$ cat src/hdl/pong_defs.svh
`ifndef PONG_DEFS_SVH
`define PONG_DEFS_SVH

// horizontal step and launch state of the ball.
`define PONG_STEP_X 4
`define PONG_START_X 100
`define PONG_START_Y 80
`define PONG_START_VY (-3)

`define PONG_WIDTH_HI 640
`define PONG_WIDTH_LO 320
`define PONG_HEIGHT_HI 480
`define PONG_HEIGHT_LO 240

`define PONG_BALL_SIZE 20 // the right-edge limit is the width minus this.

// paddle left column on the wide screen, 20 pixels before the right-edge limit.
`define PONG_PADDLE_X (`PONG_WIDTH_HI - `PONG_BALL_SIZE - 20)
`define PONG_PADDLE_H 48

`define PONG_BASE_PERIOD 270000
`define PONG_MIN_SPEED 2 // floor applied to the estimated paddle speed.

`endif

$ cat src/hdl/pong_pkg.sv
`default_nettype none

package pong_pkg;

    // ball FSM states, shared with the checker through hierarchy.
    typedef enum logic [1:0] {
        idle          = 2'd0,
        running_right = 2'd1,
        running_left  = 2'd2,
        stop          = 2'd3
    } ball_state_t;

    // pixel coordinate on either screen size.
    typedef logic [9:0] coord_t;

    // vertical velocity in pixels per step, positive is downward.
    typedef logic signed [9:0] vel_t;

    typedef logic [19:0] period_t; // step period in clocks.

endpackage

`default_nettype wire

$ cat src/hdl/ball_controller.sv
`timescale 1ns/1ns
`default_nettype none

`include "pong_defs.svh"

module ball_controller #(
    parameter pong_pkg::period_t base_period = `PONG_BASE_PERIOD
) (
    input  logic              clk_25MHZ,
    input  logic              reset,
    input  logic              upscale,
    input  logic              collision,
    input  logic              game_start,
    input  pong_pkg::coord_t  estimated_speed,
    input  logic              div_ack,
    input  pong_pkg::period_t div_quotient,
    output logic              div_req,
    output pong_pkg::coord_t  div_divisor,
    output pong_pkg::coord_t  ball_x,
    output pong_pkg::coord_t  ball_y,
    output pong_pkg::vel_t    ball_vy,
    output logic              moving_left,
    output logic              game_over,
    output logic [7:0]        score,
    output logic              send_pulse
);
    import pong_pkg::*;

    ball_state_t        state, state_next;
    coord_t             ball_x_next, ball_y_next;
    vel_t               ball_vy_next;
    period_t            period, period_next;
    period_t            step_cnt, step_cnt_next;
    logic [1:0]         grav_cnt, grav_cnt_next;
    logic               game_over_next;
    logic               send_pulse_next;
    logic               div_req_next;
    logic               div_load;
    logic [7:0]         score_next;
    coord_t             right_limit, y_max;
    coord_t             step_x, step_y;
    vel_t               vy_grav, step_vy;
    logic signed [11:0] y_sum;
    logic               take_step;

    assign moving_left = (state == running_left);
    assign right_limit = upscale ? coord_t'(`PONG_WIDTH_HI - `PONG_BALL_SIZE)
                                 : coord_t'(`PONG_WIDTH_LO - `PONG_BALL_SIZE);
    assign y_max = upscale ? coord_t'(`PONG_HEIGHT_HI - 1) : coord_t'(`PONG_HEIGHT_LO - 1);

    // one step of ball physics in the current direction.
    always_comb begin
        if (state == running_left) begin
            step_x = (ball_x < coord_t'(`PONG_STEP_X)) ? '0 : ball_x - coord_t'(`PONG_STEP_X);
        end else begin
            step_x = ball_x + coord_t'(`PONG_STEP_X);
        end
        vy_grav = (grav_cnt == 2'd3) ? ball_vy + vel_t'(1) : ball_vy; // gravity.
        y_sum = $signed({2'b00, ball_y}) + $signed({{2{ball_vy[9]}}, ball_vy});
        if (y_sum < 0) begin
            step_y = '0;
            step_vy = -vy_grav;
        end else if (y_sum > $signed({2'b00, y_max})) begin
            step_y = y_max; // clamp to the bottom row.
            step_vy = -vy_grav;
        end else begin
            step_y = coord_t'(y_sum);
            step_vy = vy_grav;
        end
    end

    always_comb begin
        state_next = state;
        ball_x_next = ball_x;
        ball_y_next = ball_y;
        ball_vy_next = ball_vy;
        period_next = period;
        step_cnt_next = step_cnt;
        grav_cnt_next = grav_cnt;
        game_over_next = game_over;
        score_next = score;
        send_pulse_next = 1'b0;
        div_req_next = div_req;
        div_load = 1'b0;
        take_step = 1'b0;

        // the divider answer lands whatever the state.
        if (div_req && div_ack) begin
            period_next = div_quotient;
            div_req_next = 1'b0;
        end

        case (state)
            idle, stop: begin
                if (game_start) begin
                    state_next = running_left;
                    score_next = '0;
                    game_over_next = 1'b0;
                    step_cnt_next = '0;
                    grav_cnt_next = '0;
                    period_next = base_period;
                end
            end

            running_right: begin
                if (collision) begin
                    state_next = running_left;
                    step_cnt_next = '0;
                    if (!div_req && !div_ack) begin
                        div_req_next = 1'b1;
                        div_load = 1'b1;
                    end
                end else if (ball_x >= right_limit) begin
                    state_next = stop; // missed the paddle.
                    game_over_next = 1'b1;
                    send_pulse_next = 1'b1;
                end else begin
                    take_step = 1'b1;
                end
            end

            running_left: begin
                if (ball_x == '0) begin
                    state_next = running_right;
                    score_next = score + 8'd1;
                    period_next = base_period;
                    step_cnt_next = '0;
                end else begin
                    take_step = 1'b1;
                end
            end

            default: state_next = idle;
        endcase

        if (take_step) begin
            if (step_cnt >= period) begin
                ball_x_next = step_x;
                ball_y_next = step_y;
                ball_vy_next = step_vy;
                grav_cnt_next = grav_cnt + 2'd1;
                step_cnt_next = '0;
            end else begin
                step_cnt_next = step_cnt + period_t'(1);
            end
        end
    end

    always_ff @(posedge clk_25MHZ or posedge reset) begin
        if (reset) begin
            state <= idle;
            ball_x <= coord_t'(`PONG_START_X);
            ball_y <= coord_t'(`PONG_START_Y);
            ball_vy <= vel_t'(`PONG_START_VY);
            period <= base_period;
            step_cnt <= '0;
            grav_cnt <= '0;
            game_over <= 1'b0;
            score <= '0;
            send_pulse <= 1'b0;
            div_req <= 1'b0;
        end else begin
            state <= state_next;
            ball_x <= ball_x_next;
            ball_y <= ball_y_next;
            ball_vy <= ball_vy_next;
            period <= period_next;
            step_cnt <= step_cnt_next;
            grav_cnt <= grav_cnt_next;
            game_over <= game_over_next;
            score <= score_next;
            send_pulse <= send_pulse_next;
            div_req <= div_req_next;
        end
    end

    // the divisor stays put while div_req is high.
    always_ff @(posedge clk_25MHZ) begin
        if (div_load) begin
            div_divisor <= (estimated_speed < coord_t'(`PONG_MIN_SPEED))
                           ? coord_t'(`PONG_MIN_SPEED) : estimated_speed;
        end
    end

endmodule

`default_nettype wire

$ cat src/hdl/speed_divider.sv
`timescale 1ns/1ns
`default_nettype none

module speed_divider (
    input  logic              clk_25MHZ,
    input  logic              reset,
    input  logic              req,
    input  pong_pkg::period_t dividend,
    input  pong_pkg::coord_t  divisor,
    output logic              ack,
    output pong_pkg::period_t quotient
);
    import pong_pkg::*;

    localparam int unsigned quo_bits = $bits(period_t);

    typedef enum logic [1:0] {
        div_idle,
        div_busy,
        div_done
    } div_state_t;

    div_state_t  state;
    logic [4:0]  bit_cnt;
    coord_t      dvs_q, rem_q;
    period_t     quo_q;
    coord_t      cur_dvs, cur_rem;
    period_t     cur_quo;
    logic [10:0] trial;
    logic        fits;
    logic        iterate;

    // the first bit is resolved on the edge that accepts req.
    assign iterate = (state == div_busy) || (state == div_idle && req);

    always_comb begin
        if (state == div_busy) begin
            cur_rem = rem_q;
            cur_quo = quo_q;
            cur_dvs = dvs_q;
        end else begin
            cur_rem = '0;
            cur_quo = dividend;
            cur_dvs = divisor;
        end
        trial = {cur_rem, cur_quo[quo_bits-1]};
        fits = (trial >= {1'b0, cur_dvs}); // restoring step.
    end

    always_ff @(posedge clk_25MHZ or posedge reset) begin
        if (reset) begin
            state <= div_idle;
            bit_cnt <= '0;
        end else begin
            case (state)
                div_idle: begin
                    if (req) begin
                        state <= div_busy;
                        bit_cnt <= 5'd1;
                    end
                end
                div_busy: begin
                    bit_cnt <= bit_cnt + 5'd1;
                    if (bit_cnt == 5'(quo_bits - 1)) state <= div_done;
                end
                div_done: if (!req) state <= div_idle;
                default: state <= div_idle;
            endcase
        end
    end

    always_ff @(posedge clk_25MHZ) begin
        if (iterate) begin
            rem_q <= fits ? coord_t'(trial - {1'b0, cur_dvs}) : coord_t'(trial);
            quo_q <= {cur_quo[quo_bits-2:0], fits};
            dvs_q <= cur_dvs;
        end
    end

    assign ack = (state == div_done);
    assign quotient = quo_q;

endmodule

`default_nettype wire

$ cat src/hdl/paddle_collision.sv
`timescale 1ns/1ns
`default_nettype none

`include "pong_defs.svh"

module paddle_collision (
    input  logic             clk_25MHZ,
    input  logic             reset,
    input  logic             upscale,
    input  pong_pkg::coord_t ball_x,
    input  pong_pkg::coord_t ball_y,
    input  pong_pkg::coord_t paddle_y,
    output logic             collision
);
    import pong_pkg::*;

    coord_t      paddle_left, paddle_right;
    logic [10:0] ball_right, ball_bottom, paddle_bottom;
    logic        overlap, overlap_q;

    // the narrow screen pulls the paddle left by the width difference.
    assign paddle_left = upscale ? coord_t'(`PONG_PADDLE_X)
                                 : coord_t'(`PONG_PADDLE_X - (`PONG_WIDTH_HI - `PONG_WIDTH_LO));
    assign paddle_right = upscale ? coord_t'(`PONG_WIDTH_HI - `PONG_BALL_SIZE)
                                  : coord_t'(`PONG_WIDTH_LO - `PONG_BALL_SIZE);

    assign ball_right = {1'b0, ball_x} + 11'(`PONG_BALL_SIZE);
    assign ball_bottom = {1'b0, ball_y} + 11'(`PONG_BALL_SIZE);
    assign paddle_bottom = {1'b0, paddle_y} + 11'(`PONG_PADDLE_H);

    assign overlap = (ball_right > {1'b0, paddle_left}) && (ball_x <= paddle_right) &&
                     (ball_bottom > {1'b0, paddle_y}) && ({1'b0, ball_y} < paddle_bottom);

    always_ff @(posedge clk_25MHZ or posedge reset) begin
        if (reset) begin
            overlap_q <= 1'b0;
            collision <= 1'b0;
        end else begin
            overlap_q <= overlap;
            collision <= overlap && !overlap_q; // rising edge of the contact only.
        end
    end

endmodule

`default_nettype wire

$ cat src/hdl/ball_link_tx.sv
`timescale 1ns/1ns
`default_nettype none

module ball_link_tx (
    input  logic             clk_25MHZ,
    input  logic             reset,
    input  logic             send_pulse,
    input  pong_pkg::coord_t ball_y,
    input  pong_pkg::vel_t   ball_vy,
    input  logic             link_ack,
    output logic             link_req,
    output pong_pkg::coord_t link_y,
    output pong_pkg::vel_t   link_vy
);

    typedef enum logic [1:0] {
        tx_idle,
        tx_request,
        tx_release
    } tx_state_t;

    tx_state_t state;
    logic      accept;

    // a pulse during a busy transfer is dropped.
    assign accept = (state == tx_idle) && send_pulse;

    always_ff @(posedge clk_25MHZ or posedge reset) begin
        if (reset) begin
            state <= tx_idle;
            link_req <= 1'b0;
        end else begin
            case (state)
                tx_idle: begin
                    if (send_pulse) begin
                        state <= tx_request;
                        link_req <= 1'b1;
                    end
                end
                tx_request: begin
                    if (link_ack) begin
                        state <= tx_release;
                        link_req <= 1'b0;
                    end
                end
                tx_release: if (!link_ack) state <= tx_idle; // wait for ack to drop.
                default: state <= tx_idle;
            endcase
        end
    end

    always_ff @(posedge clk_25MHZ) begin
        if (accept) begin
            link_y <= ball_y;
            link_vy <= ball_vy;
        end
    end

endmodule

`default_nettype wire

$ cat src/hdl/pong_core.sv
`timescale 1ns/1ns
`default_nettype none

`include "pong_defs.svh"

module pong_core #(
    parameter pong_pkg::period_t base_period = `PONG_BASE_PERIOD
) (
    input  logic             clk_25MHZ,
    input  logic             reset,
    input  logic             upscale,
    input  logic             game_start,
    input  pong_pkg::coord_t paddle_y,
    input  pong_pkg::coord_t estimated_speed,
    input  logic             link_ack,
    output pong_pkg::coord_t ball_x,
    output pong_pkg::coord_t ball_y,
    output logic             moving_left,
    output logic             game_over,
    output logic [7:0]       score,
    output logic             link_req,
    output pong_pkg::coord_t link_y,
    output pong_pkg::vel_t   link_vy
);
    import pong_pkg::*;

    logic    collision;
    logic    div_req, div_ack;
    coord_t  div_divisor;
    period_t div_quotient;
    vel_t    ball_vy;
    logic    send_pulse;

    ball_controller #(
        .base_period(base_period)
    ) i_ball_controller (
        .clk_25MHZ      (clk_25MHZ),
        .reset          (reset),
        .upscale        (upscale),
        .collision      (collision),
        .game_start     (game_start),
        .estimated_speed(estimated_speed),
        .div_ack        (div_ack),
        .div_quotient   (div_quotient),
        .div_req        (div_req),
        .div_divisor    (div_divisor),
        .ball_x         (ball_x),
        .ball_y         (ball_y),
        .ball_vy        (ball_vy),
        .moving_left    (moving_left),
        .game_over      (game_over),
        .score          (score),
        .send_pulse     (send_pulse)
    );

    speed_divider i_speed_divider (
        .clk_25MHZ(clk_25MHZ),
        .reset    (reset),
        .req      (div_req),
        .dividend (base_period),
        .divisor  (div_divisor),
        .ack      (div_ack),
        .quotient (div_quotient)
    );

    paddle_collision i_paddle_collision (
        .clk_25MHZ(clk_25MHZ),
        .reset    (reset),
        .upscale  (upscale),
        .ball_x   (ball_x),
        .ball_y   (ball_y),
        .paddle_y (paddle_y),
        .collision(collision)
    );

    ball_link_tx i_ball_link_tx (
        .clk_25MHZ (clk_25MHZ),
        .reset     (reset),
        .send_pulse(send_pulse),
        .ball_y    (ball_y),
        .ball_vy   (ball_vy),
        .link_ack  (link_ack),
        .link_req  (link_req),
        .link_y    (link_y),
        .link_vy   (link_vy)
    );

endmodule

`default_nettype wire

$ cat config.mk
export PLATFORM = sky130hd
export DESIGN_NAME = pong_core
export DESIGN_NICKNAME = d
export VERILOG_FILES = /design/src/hdl/pong_pkg.sv /design/src/hdl/ball_controller.sv /design/src/hdl/speed_divider.sv /design/src/hdl/paddle_collision.sv /design/src/hdl/ball_link_tx.sv /design/src/hdl/pong_core.sv
export VERILOG_INCLUDE_DIRS = /design/src /design/src/hdl
export SDC_FILE = /design/constraint.sdc
export NUM_CORES = 1
export LEC_CHECK = 0
export ABC_AREA = 1
export BUFFER_PORTS_ARGS = -buffer_cell sky130_fd_sc_hd__buf_2
export CAP_MARGIN = 20
export CORE_MARGIN = 5
export CORE_UTILIZATION = 65
export DETAILED_ROUTE_END_ITERATION = 10
export GPL_ROUTABILITY_DRIVEN = 0
export HOLD_SLACK_MARGIN = 0.03
export PLACE_DENSITY_LB_ADDON = 0.1
export SLEW_MARGIN = 20
export SYNTH_ARGS = -nofsm -noshare
export SYNTH_HDL_FRONTEND = slang
export SYNTH_SLANG_ARGS = --single-unit
$ cat constraint.sdc
create_clock -name clk_25MHZ -period 4.6 [get_ports clk_25MHZ]
set_input_delay 0.92 -clock clk_25MHZ [delete_from_list [all_inputs] [get_ports clk_25MHZ]]
set_output_delay 0.92 -clock clk_25MHZ [all_outputs]
set_load 0.03 [all_outputs]
==> key figures, run 1 <==
Outcome
  – Status: completed

Floorplan
  – Starting Density: 65.9%
  – CORE AREA: 15800 µm²
  – Die ar.: 18700 µm²
  – Die boundary height: 137 µm
  – Count of boundary I/O pins: 76
  – Horizontal die dimension: 137 µm
  – Number of placement rows: 46

Final layout
  – Final non-filler cell total: 1515
  – Post-layout net count: 1396
  – Area growth from synthesis to final layout: 10.9%
  – Share of post-route cells with drive strength above 1: 16.6%
  – Top library cells by usage in the layout, fill and taps aside: sky130_fd_sc_hd__nand2_1, sky130_fd_sc_hd__inv_1, sky130_fd_sc_hd__o21ai_0, sky130_fd_sc_hd__nor2_1, sky130_fd_sc_hd__ha_1
  – Number of fill cells in the layout: 1214
  – Most common cell after layout, fill and taps aside: sky130_fd_sc_hd__nand2_1
  – Antenna cells: 0
  – Fin util: 73.1%

Timing
  – Worst Slack Setup Final: 1.14 ns
  – Final hold violation count: 0
  – Post-route clock skew: 0.0131 ns
  – Final Max Slew Viols: 0
  – Number of setup violations in the final report: 0
  – Aggregate negative setup slack: 0 ns
  – Highest attainable clock frequency: 289 MHz
  – RSZ-0062 raised after global routing: no
  – Relative max-transition margin: 37.4%
  – Actual transition at the worst max-transition pin: 0.940 ns
  – Final worst path period share: 75.3%
  – Shortest clock period the worst path allows after layout: 3.46 ns

CTS
  – Max clock buf depth: 2
  – Insertion delay of the later-clocked pin in the worst-skew pair: 0.44 ns
  – Cts-stage hold buffer count: 0
  – Total clock buffers created by CTS: 17
  – Resize count post-CTS: 0
  – Root Buffer Master: sky130_fd_sc_hd__clkbuf_16
  – CTS tree: done
  – Clock input transition at the sequential cells of the worst setup and hold paths: 0.08 ns
  – Clock H-tree levels: 4
  – Post-CTS repair timing setup buffer count: 0
  – # clock sinks: 165

Drt
  – Number of optimization iterations in the first detailed-route pass: 6
  – Number of antenna-violating nets in the routed design: 0
  – Final wirelength: 21.2 mm
  – Per-cell via count in the routed design: 5.37
  – First-iteration detailed-routing DRC count: 420
  – DRC: 0
  – Routed WL per cell: 14.0 µm
  – Via count of the routed design: 8141

Power and ir drop
  – Power density relative to cell area: 667 nW/µm²
  – Maximum ir drop on the vdd rail: 0.464 mV
  – Static power due to leakage: 5.56 nW

Synthesis
  – Area of the mapped netlist: 10400 µm²
  – Syn. warnings: 0
  – Count of different cell masters after synthesis: 60
  – Avg Synthesized Cell Area: 8.53 µm²
  – Share of the yosys chip area belonging to registers: 43.2%
  – Syn Inst Count: 1222
  – Seq cells post-synth: 165

Place
  – Post-DP HPWL: 15.3 mm
  – Post-Place Worst Slack: 0.921 ns
  – Count of placed standard cells including taps: 1483
  – Port Buffers: 73

Critical path
  – CP Launch Type: flop
  – Worst setup path category: flop to flop
  – Critical Path Sink Type: flop
  – Critical Path RT: 4.97 ns
  – Data arrival, critical path: 3.83 ns
  – Critical-path maximum fanout: 13

Global route
  – Antenna violations before repair: 0
  – Global-route wire length before repair: 36.2 mm
  – Leftover overflow at the end of global routing: 0
  – Vias in the first global route: 7724
  – Pin count of the biggest net entering global routing: 76
  – Global-route usage over all layers: 24.1%

Min path
  – Worst hold-check path type: flop to flop

Flow run
  – Number of max-cap violations: 0
[power by group]
group | leakage (nW) | total [mW] | internal, mW | switching [mW]
clock | 0.304 | 1.50 | 0.845 | 0.651
combinational | 3.39 | 3.74 | 1.30 | 2.44
sequential | 1.86 | 2.49 | 2.15 | 0.338
total | 5.56 | 7.72 | 4.29 | 3.42
[logic make-up (layout without fill, tap and decap cells)]
group	after synthesis	count (layout)	share of synthesized area (%)
AOI/OAI and AO/OA	208	208	11.7
xor gates and xnor gates	52	52	4.44
adders and majority gates	85	85	10.3
buffers and inverters	223	299	8.63
DFF	165	165	43.2
muxes	1	1	0.108
other	1	2	0.0360
and+or+nand+nor	487	487	21.6
[registers in the layout, indices dropped and copies added (netlist names), 5 cells and up]
| register | flops |
|---|---|
| i_ball_link_tx.link_y | 10 |
| i_ball_controller.period | 20 |
| i_speed_divider.quotient | 20 |
| i_speed_divider.rem_q | 10 |
| i_ball_controller.ball_x | 8 |
| i_ball_controller.ball_y | 10 |
| i_ball_controller.step_cnt | 20 |
| i_ball_controller.score | 8 |
| i_ball_controller.div_divisor | 10 |
| i_speed_divider.dvs_q | 10 |
| i_ball_link_tx.link_vy | 10 |
| i_ball_controller.ball_vy | 10 |
| i_speed_divider.bit_cnt | 5 |
[routing by layer]
metal | vias up | share of wire [%] | global-route usage, %
met4 | 0 | 0.86 | 4.82
met1 | 3775 | 48 | 34.3
li1 | 4165 | - | -
met5 | - | 0 | 0
met2 | 184 | 46 | 38.7
met3 | 17 | 5.1 | 4.78
[worst max-delay path, cell delays in order, from the launching register on]
cell                      delay (ns)
sky130_fd_sc_hd__dfrtp_1        0.41
sky130_fd_sc_hd__ha_1           0.27
sky130_fd_sc_hd__fa_1           0.44
sky130_fd_sc_hd__nand2_1        0.12
sky130_fd_sc_hd__nand3_1        0.13
sky130_fd_sc_hd__a31oi_1        0.20
sky130_fd_sc_hd__xor2_1         0.17
sky130_fd_sc_hd__inv_1          0.07
sky130_fd_sc_hd__ha_1           0.27
sky130_fd_sc_hd__inv_1          0.04
sky130_fd_sc_hd__nor2_1         0.15
sky130_fd_sc_hd__nand4_1        0.13
sky130_fd_sc_hd__nor2_1         0.11
sky130_fd_sc_hd__nand3_1        0.08
sky130_fd_sc_hd__nand2_2        0.13
sky130_fd_sc_hd__nand3_2        0.27
sky130_fd_sc_hd__nand3_1        0.19
sky130_fd_sc_hd__nand3_1        0.09
sky130_fd_sc_hd__nand2_1        0.09
sky130_fd_sc_hd__nand2_1        0.05
[area by class of cell]
type	count	area, µm²	area share, %
clock buffers	18	439	3.80
inverters	189	714	6.18
well taps	216	270	2.34
multi-input cells	835	5050	43.6
flip-flops and latches	165	4510	39.0
clock inverters	14	184	1.59
repair buffers	78	403	3.48
[final timing paths]
check | startpoint | endpoint | slack [ns] | cells past startpoint
max | i_ball_controller.ball_y[0]$_DFFE_PP0P_ | i_ball_controller.ball_vy[9]$_DFFE_PP1P_ | 1.14 | 19
min | i_paddle_collision.overlap_q$_DFF_PP0_ | i_paddle_collision.collision$_DFF_PP0_ | 0.44 | 1
max reg2reg | i_ball_controller.ball_y[0]$_DFFE_PP0P_ | i_ball_controller.ball_vy[9]$_DFFE_PP1P_ | 1.14 | 19
min reg2reg | i_paddle_collision.overlap_q$_DFF_PP0_ | i_paddle_collision.collision$_DFF_PP0_ | 0.44 | 1
max in group asynchronous | reset | i_ball_controller.ball_vy[7]$_DFFE_PP1P_ | 3.05 | 3
min in group asynchronous | reset | i_ball_controller.game_over$_DFFE_PP0P_ | 0.67 | 2
[Yosys cell counts (all sizes together)]
| master | count | area [µm²] |
|---|---|---|
| nand2 | 243 | 955 |
| inv | 188 | 708 |
| o21ai | 118 | 609 |
| nor2 | 97 | 418 |
| ha | 83 | 1040 |
| dfrtp | 73 | 1830 |
| nand3 | 71 | 390 |
| edfxtp | 70 | 2100 |
| a21oi | 52 | 283 |
| xor2 | 43 | 384 |
| dfstp | 22 | 578 |
| or2 | 22 | 138 |
| nand4 | 20 | 131 |
| nor3 | 20 | 115 |
| clkbuf | 19 | 71.3 |
| buf | 15 | 116 |
| o22ai | 10 | 100 |
| xnor2 | 9 | 78.8 |
| nand3b | 7 | 52.6 |
| a211oi | 5 | 42.5 |
| nor3b | 4 | 30.0 |
| o211ai | 4 | 30.0 |
| a21boi | 3 | 26.3 |
| a31oi | 3 | 18.8 |
| o21bai | 3 | 22.5 |
| fa | 2 | 40.0 |
| nor4 | 2 | 12.5 |
| o31ai | 2 | 15.0 |
| o32ai | 2 | 17.5 |
| a211o | 1 | 8.76 |
| a21o | 1 | 7.51 |
| a22o | 1 | 8.76 |
| a32o | 1 | 10.0 |
| and3 | 1 | 6.26 |
| clkinv | 1 | 3.75 |
| conb | 1 | 3.75 |
| mux2 | 1 | 11.3 |
| o2111ai | 1 | 8.76 |
| o311ai | 1 | 8.76 |
[through the flow]
stage	power [mW]	hold WS, ns	cell area [µm²]
detailed placement	6.21	0.432	10900
CTS	7.74	0.448	11600
floorplan	5.41	0.385	10400
global route	8.39	0.472	11600
global placement	6.12	0.425	10900
finish	7.72	0.437	11600
Power figures use the tool's default switching activity.
==> run 2, diff against run 1 <==
CORE_UTILIZATION = 55   (was 65)
clock period = 2.8 ns   (was 4.6 ns; I/O delays follow)
==> key figures, run 2 (synthesis gave the netlist of run 1 again) <==
Floorplan
  – Horizontal die dimension: 148 µm (+8.1%)
  – Die boundary height: 148 µm (+8.1%)
  – Die ar.: 21800 µm² (+17%)
  – Starting Density: 55.8% (-10 points)
  – Number of placement rows: 50 (+8.7%)
  – CORE AREA: 18700 µm² (+18%)
  – Count of boundary I/O pins: 76 (unchanged)

Final layout
  – Share of post-route cells with drive strength above 1: 26.6% (+10 points)
  – Most common cell after layout, fill and taps aside: sky130_fd_sc_hd__nand2_1
  – Top library cells by usage in the layout, fill and taps aside: sky130_fd_sc_hd__nand2_1, sky130_fd_sc_hd__inv_1, sky130_fd_sc_hd__buf_4, sky130_fd_sc_hd__nor2_1, sky130_fd_sc_hd__ha_1
  – Antenna cells: 0 (unchanged)
  – Number of fill cells in the layout: 1460 (+20%)
  – Area occupied by multi-input gates: 5380 µm² (+6.5%)
  – Final non-filler cell total: 1631 (+7.7%)
  – Post-layout net count: 1494 (+7.0%)
  – Fin util: 68.1% (-5.0 points)
  – Area growth from synthesis to final layout: 22.1%
  – FF+latch area: 4510 µm² (+0.11%)
  – Design area: 12700 µm² (+10%)

Timing
  – Final Max Slew Viols: 0 (unchanged)
  – Shortest clock period the worst path allows after layout: 3.14 ns (-0.330 ns)
  – Final hold violation count: 0 (unchanged)
  – Highest attainable clock frequency: 319 MHz (+11%)
  – RSZ-0062 raised after global routing: yes
  – Worst Slack Setup Final: -0.335 ns (-1.47 ns)
  – Number of setup violations in the final report: 18 (+18)
  – Final worst path period share: 112% (+37 points)
  – Actual transition at the worst max-transition pin: 0.694 ns (-0.246 ns)
  – Aggregate negative setup slack: -4.78 ns (-4.78 ns)
  – Relative max-transition margin: 53.6% (+16 points)
  – Post-route clock skew: 0.00749 ns (-0.00559 ns)
  – Final hold slack: 0.240 ns (-0.197 ns)

Power and ir drop
  – Power consumption: 14.6 mW (+89%)
  – Static power due to leakage: 6.08 nW (+9.3%)
  – Power density relative to cell area: 1150 nW/µm² (+72%)
  – Maximum ir drop on the vdd rail: 0.881 mV (+90%)

Drt
  – First-iteration detailed-routing DRC count: 397 (-5.5%)
  – Number of antenna-violating nets in the routed design: 0 (unchanged)
  – DRC: 0 (unchanged)
  – Via count of the routed design: 8713 (+7.0%)
  – Per-cell via count in the routed design: 5.34 (-0.59%)
  – Number of optimization iterations in the first detailed-route pass: 5 (-1)
  – Routed WL per cell: 14.8 µm (+6.1%)
  – Final wirelength: 24.2 mm (+14%)

Flow run
  – Number of max-cap violations: 0 (unchanged)

Critical path
  – Data arrival, critical path: 3.45 ns (-0.38 ns)
  – Critical Path Sink Type: flop
  – Worst setup path category: flop to flop
  – Critical Path RT: 3.11 ns (-1.86 ns)
  – Slowest cell on crit path: sky130_fd_sc_hd__dfrtp_2
  – CP Launch Type: flop
  – Largest delay share family, worst path: simple AND/OR/NAND/NOR gates
  – Cells traversed along the worst timing path: ha_4 > fa_2 > buf_4 > a31oi_1 > xnor2_1 > ha_1 > nand2_1 > nor2_1 > nand4_1 > nor2_1 > nand3_1 > nand2_2 > buf_6 > nand2_8 > nor2_4 > nand2_1 > o21ai_1 > o21ai_1
  – Critical-path maximum fanout: 5 (-8)
  – Register-to-register path setup slack: -0.34 ns (-1.47 ns)
  – Delay of the slowest cell on the worst path: 0.42 ns (-0.02 ns)
  – Buf/Inv on CP: 2 (unchanged)

Place
  – Post-DP HPWL: 17.5 mm (+15%)
  – Count of placed standard cells including taps: 1575 (+6.2%)
  – Post-Place Worst Slack: -0.275 ns (-1.20 ns)
  – Port Buffers: 73 (unchanged)
  – Area after detailed placement: 11600 µm² (+6.1%)

CTS
  – Root Buffer Master: sky130_fd_sc_hd__clkbuf_16
  – Clock H-tree levels: 4 (unchanged)
  – Total clock buffers created by CTS: 17 (unchanged)
  – CTS tree: done
  – Max clock buf depth: 2 (unchanged)
  – Insertion delay of the later-clocked pin in the worst-skew pair: 0.43 ns (about the same)
  – # clock sinks: 165 (unchanged)
  – Cts-stage hold buffer count: 0 (unchanged)
  – Clock input transition at the sequential cells of the worst setup and hold paths: 0.07 ns (about the same)

Outcome
  – Failing checks: negative setup slack
  – Status: finished, violations left

Global route
  – Global-route usage over all layers: 22.3% (-1.8 points)
  – Vias in the first global route: 8433 (+9.2%)
  – Global-route wire length before repair: 39.9 mm (+10%)
  – Antenna violations before repair: 0 (unchanged)
  – Leftover overflow at the end of global routing: 0 (unchanged)
  – Pin count of the biggest net entering global routing: 31 (-59%)

Min path
  – Worst hold-check path type: input port to async pin
[run 2: area by class of cell]
| cell class | instances | share of cell area (%) |
|---|---|---|
| sequential | 165 | 35.4 |
| tap | 234 | 2.30 |
| multi-input combinational | 836 | 42.2 |
| timing repair inverter | 2 | 0.118 |
| timing repair buffer | 173 | 9.56 |
| clock buffer | 18 | 3.45 |
| inverter | 189 | 5.70 |
| clock inverter | 14 | 1.19 |
[run 2: power breakdown]
group          leakage, nW  switching [mW]  internal [mW]
Sequential            1.86           0.423           3.53
Clock                0.287            1.11           1.22
Combinational         3.93            4.94           3.37
[run 2: timing repair]
item,CTS,global route
gates resized for setup,18,76
setup endpoints to repair,27,28
pin swaps,14,32
cloned,3,1
setup buffers,13,7
[run 2: layer usage]
metal	global-route usage (%)	wire length [µm]
met2	35.8	11100
met3	3.31	972
met4	6.71	467
met5	0	0
met1	31.4	11700
[run 2: path summary, 6_finish.rpt]
kind,depth (start not counted),start,end
setup / recovery,18,i_ball_controller.ball_y[0]$_DFFE_PP0P_,i_ball_controller.ball_vy[1]$_DFFE_PP0P_
setup reg to reg,18,i_ball_controller.ball_y[0]$_DFFE_PP0P_,i_ball_controller.ball_vy[1]$_DFFE_PP0P_
min in group clk_25MHZ,1,estimated_speed[7],i_ball_controller.div_divisor[7]$_SDFFCE_PN0P_
hold reg to reg,1,i_paddle_collision.overlap_q$_DFF_PP0_,i_paddle_collision.collision$_DFF_PP0_
hold / removal,2,reset,i_ball_controller.period[6]$_DFF_PP0_
max in group asynchronous,3,reset,i_ball_controller.period[11]$_DFF_PP1_
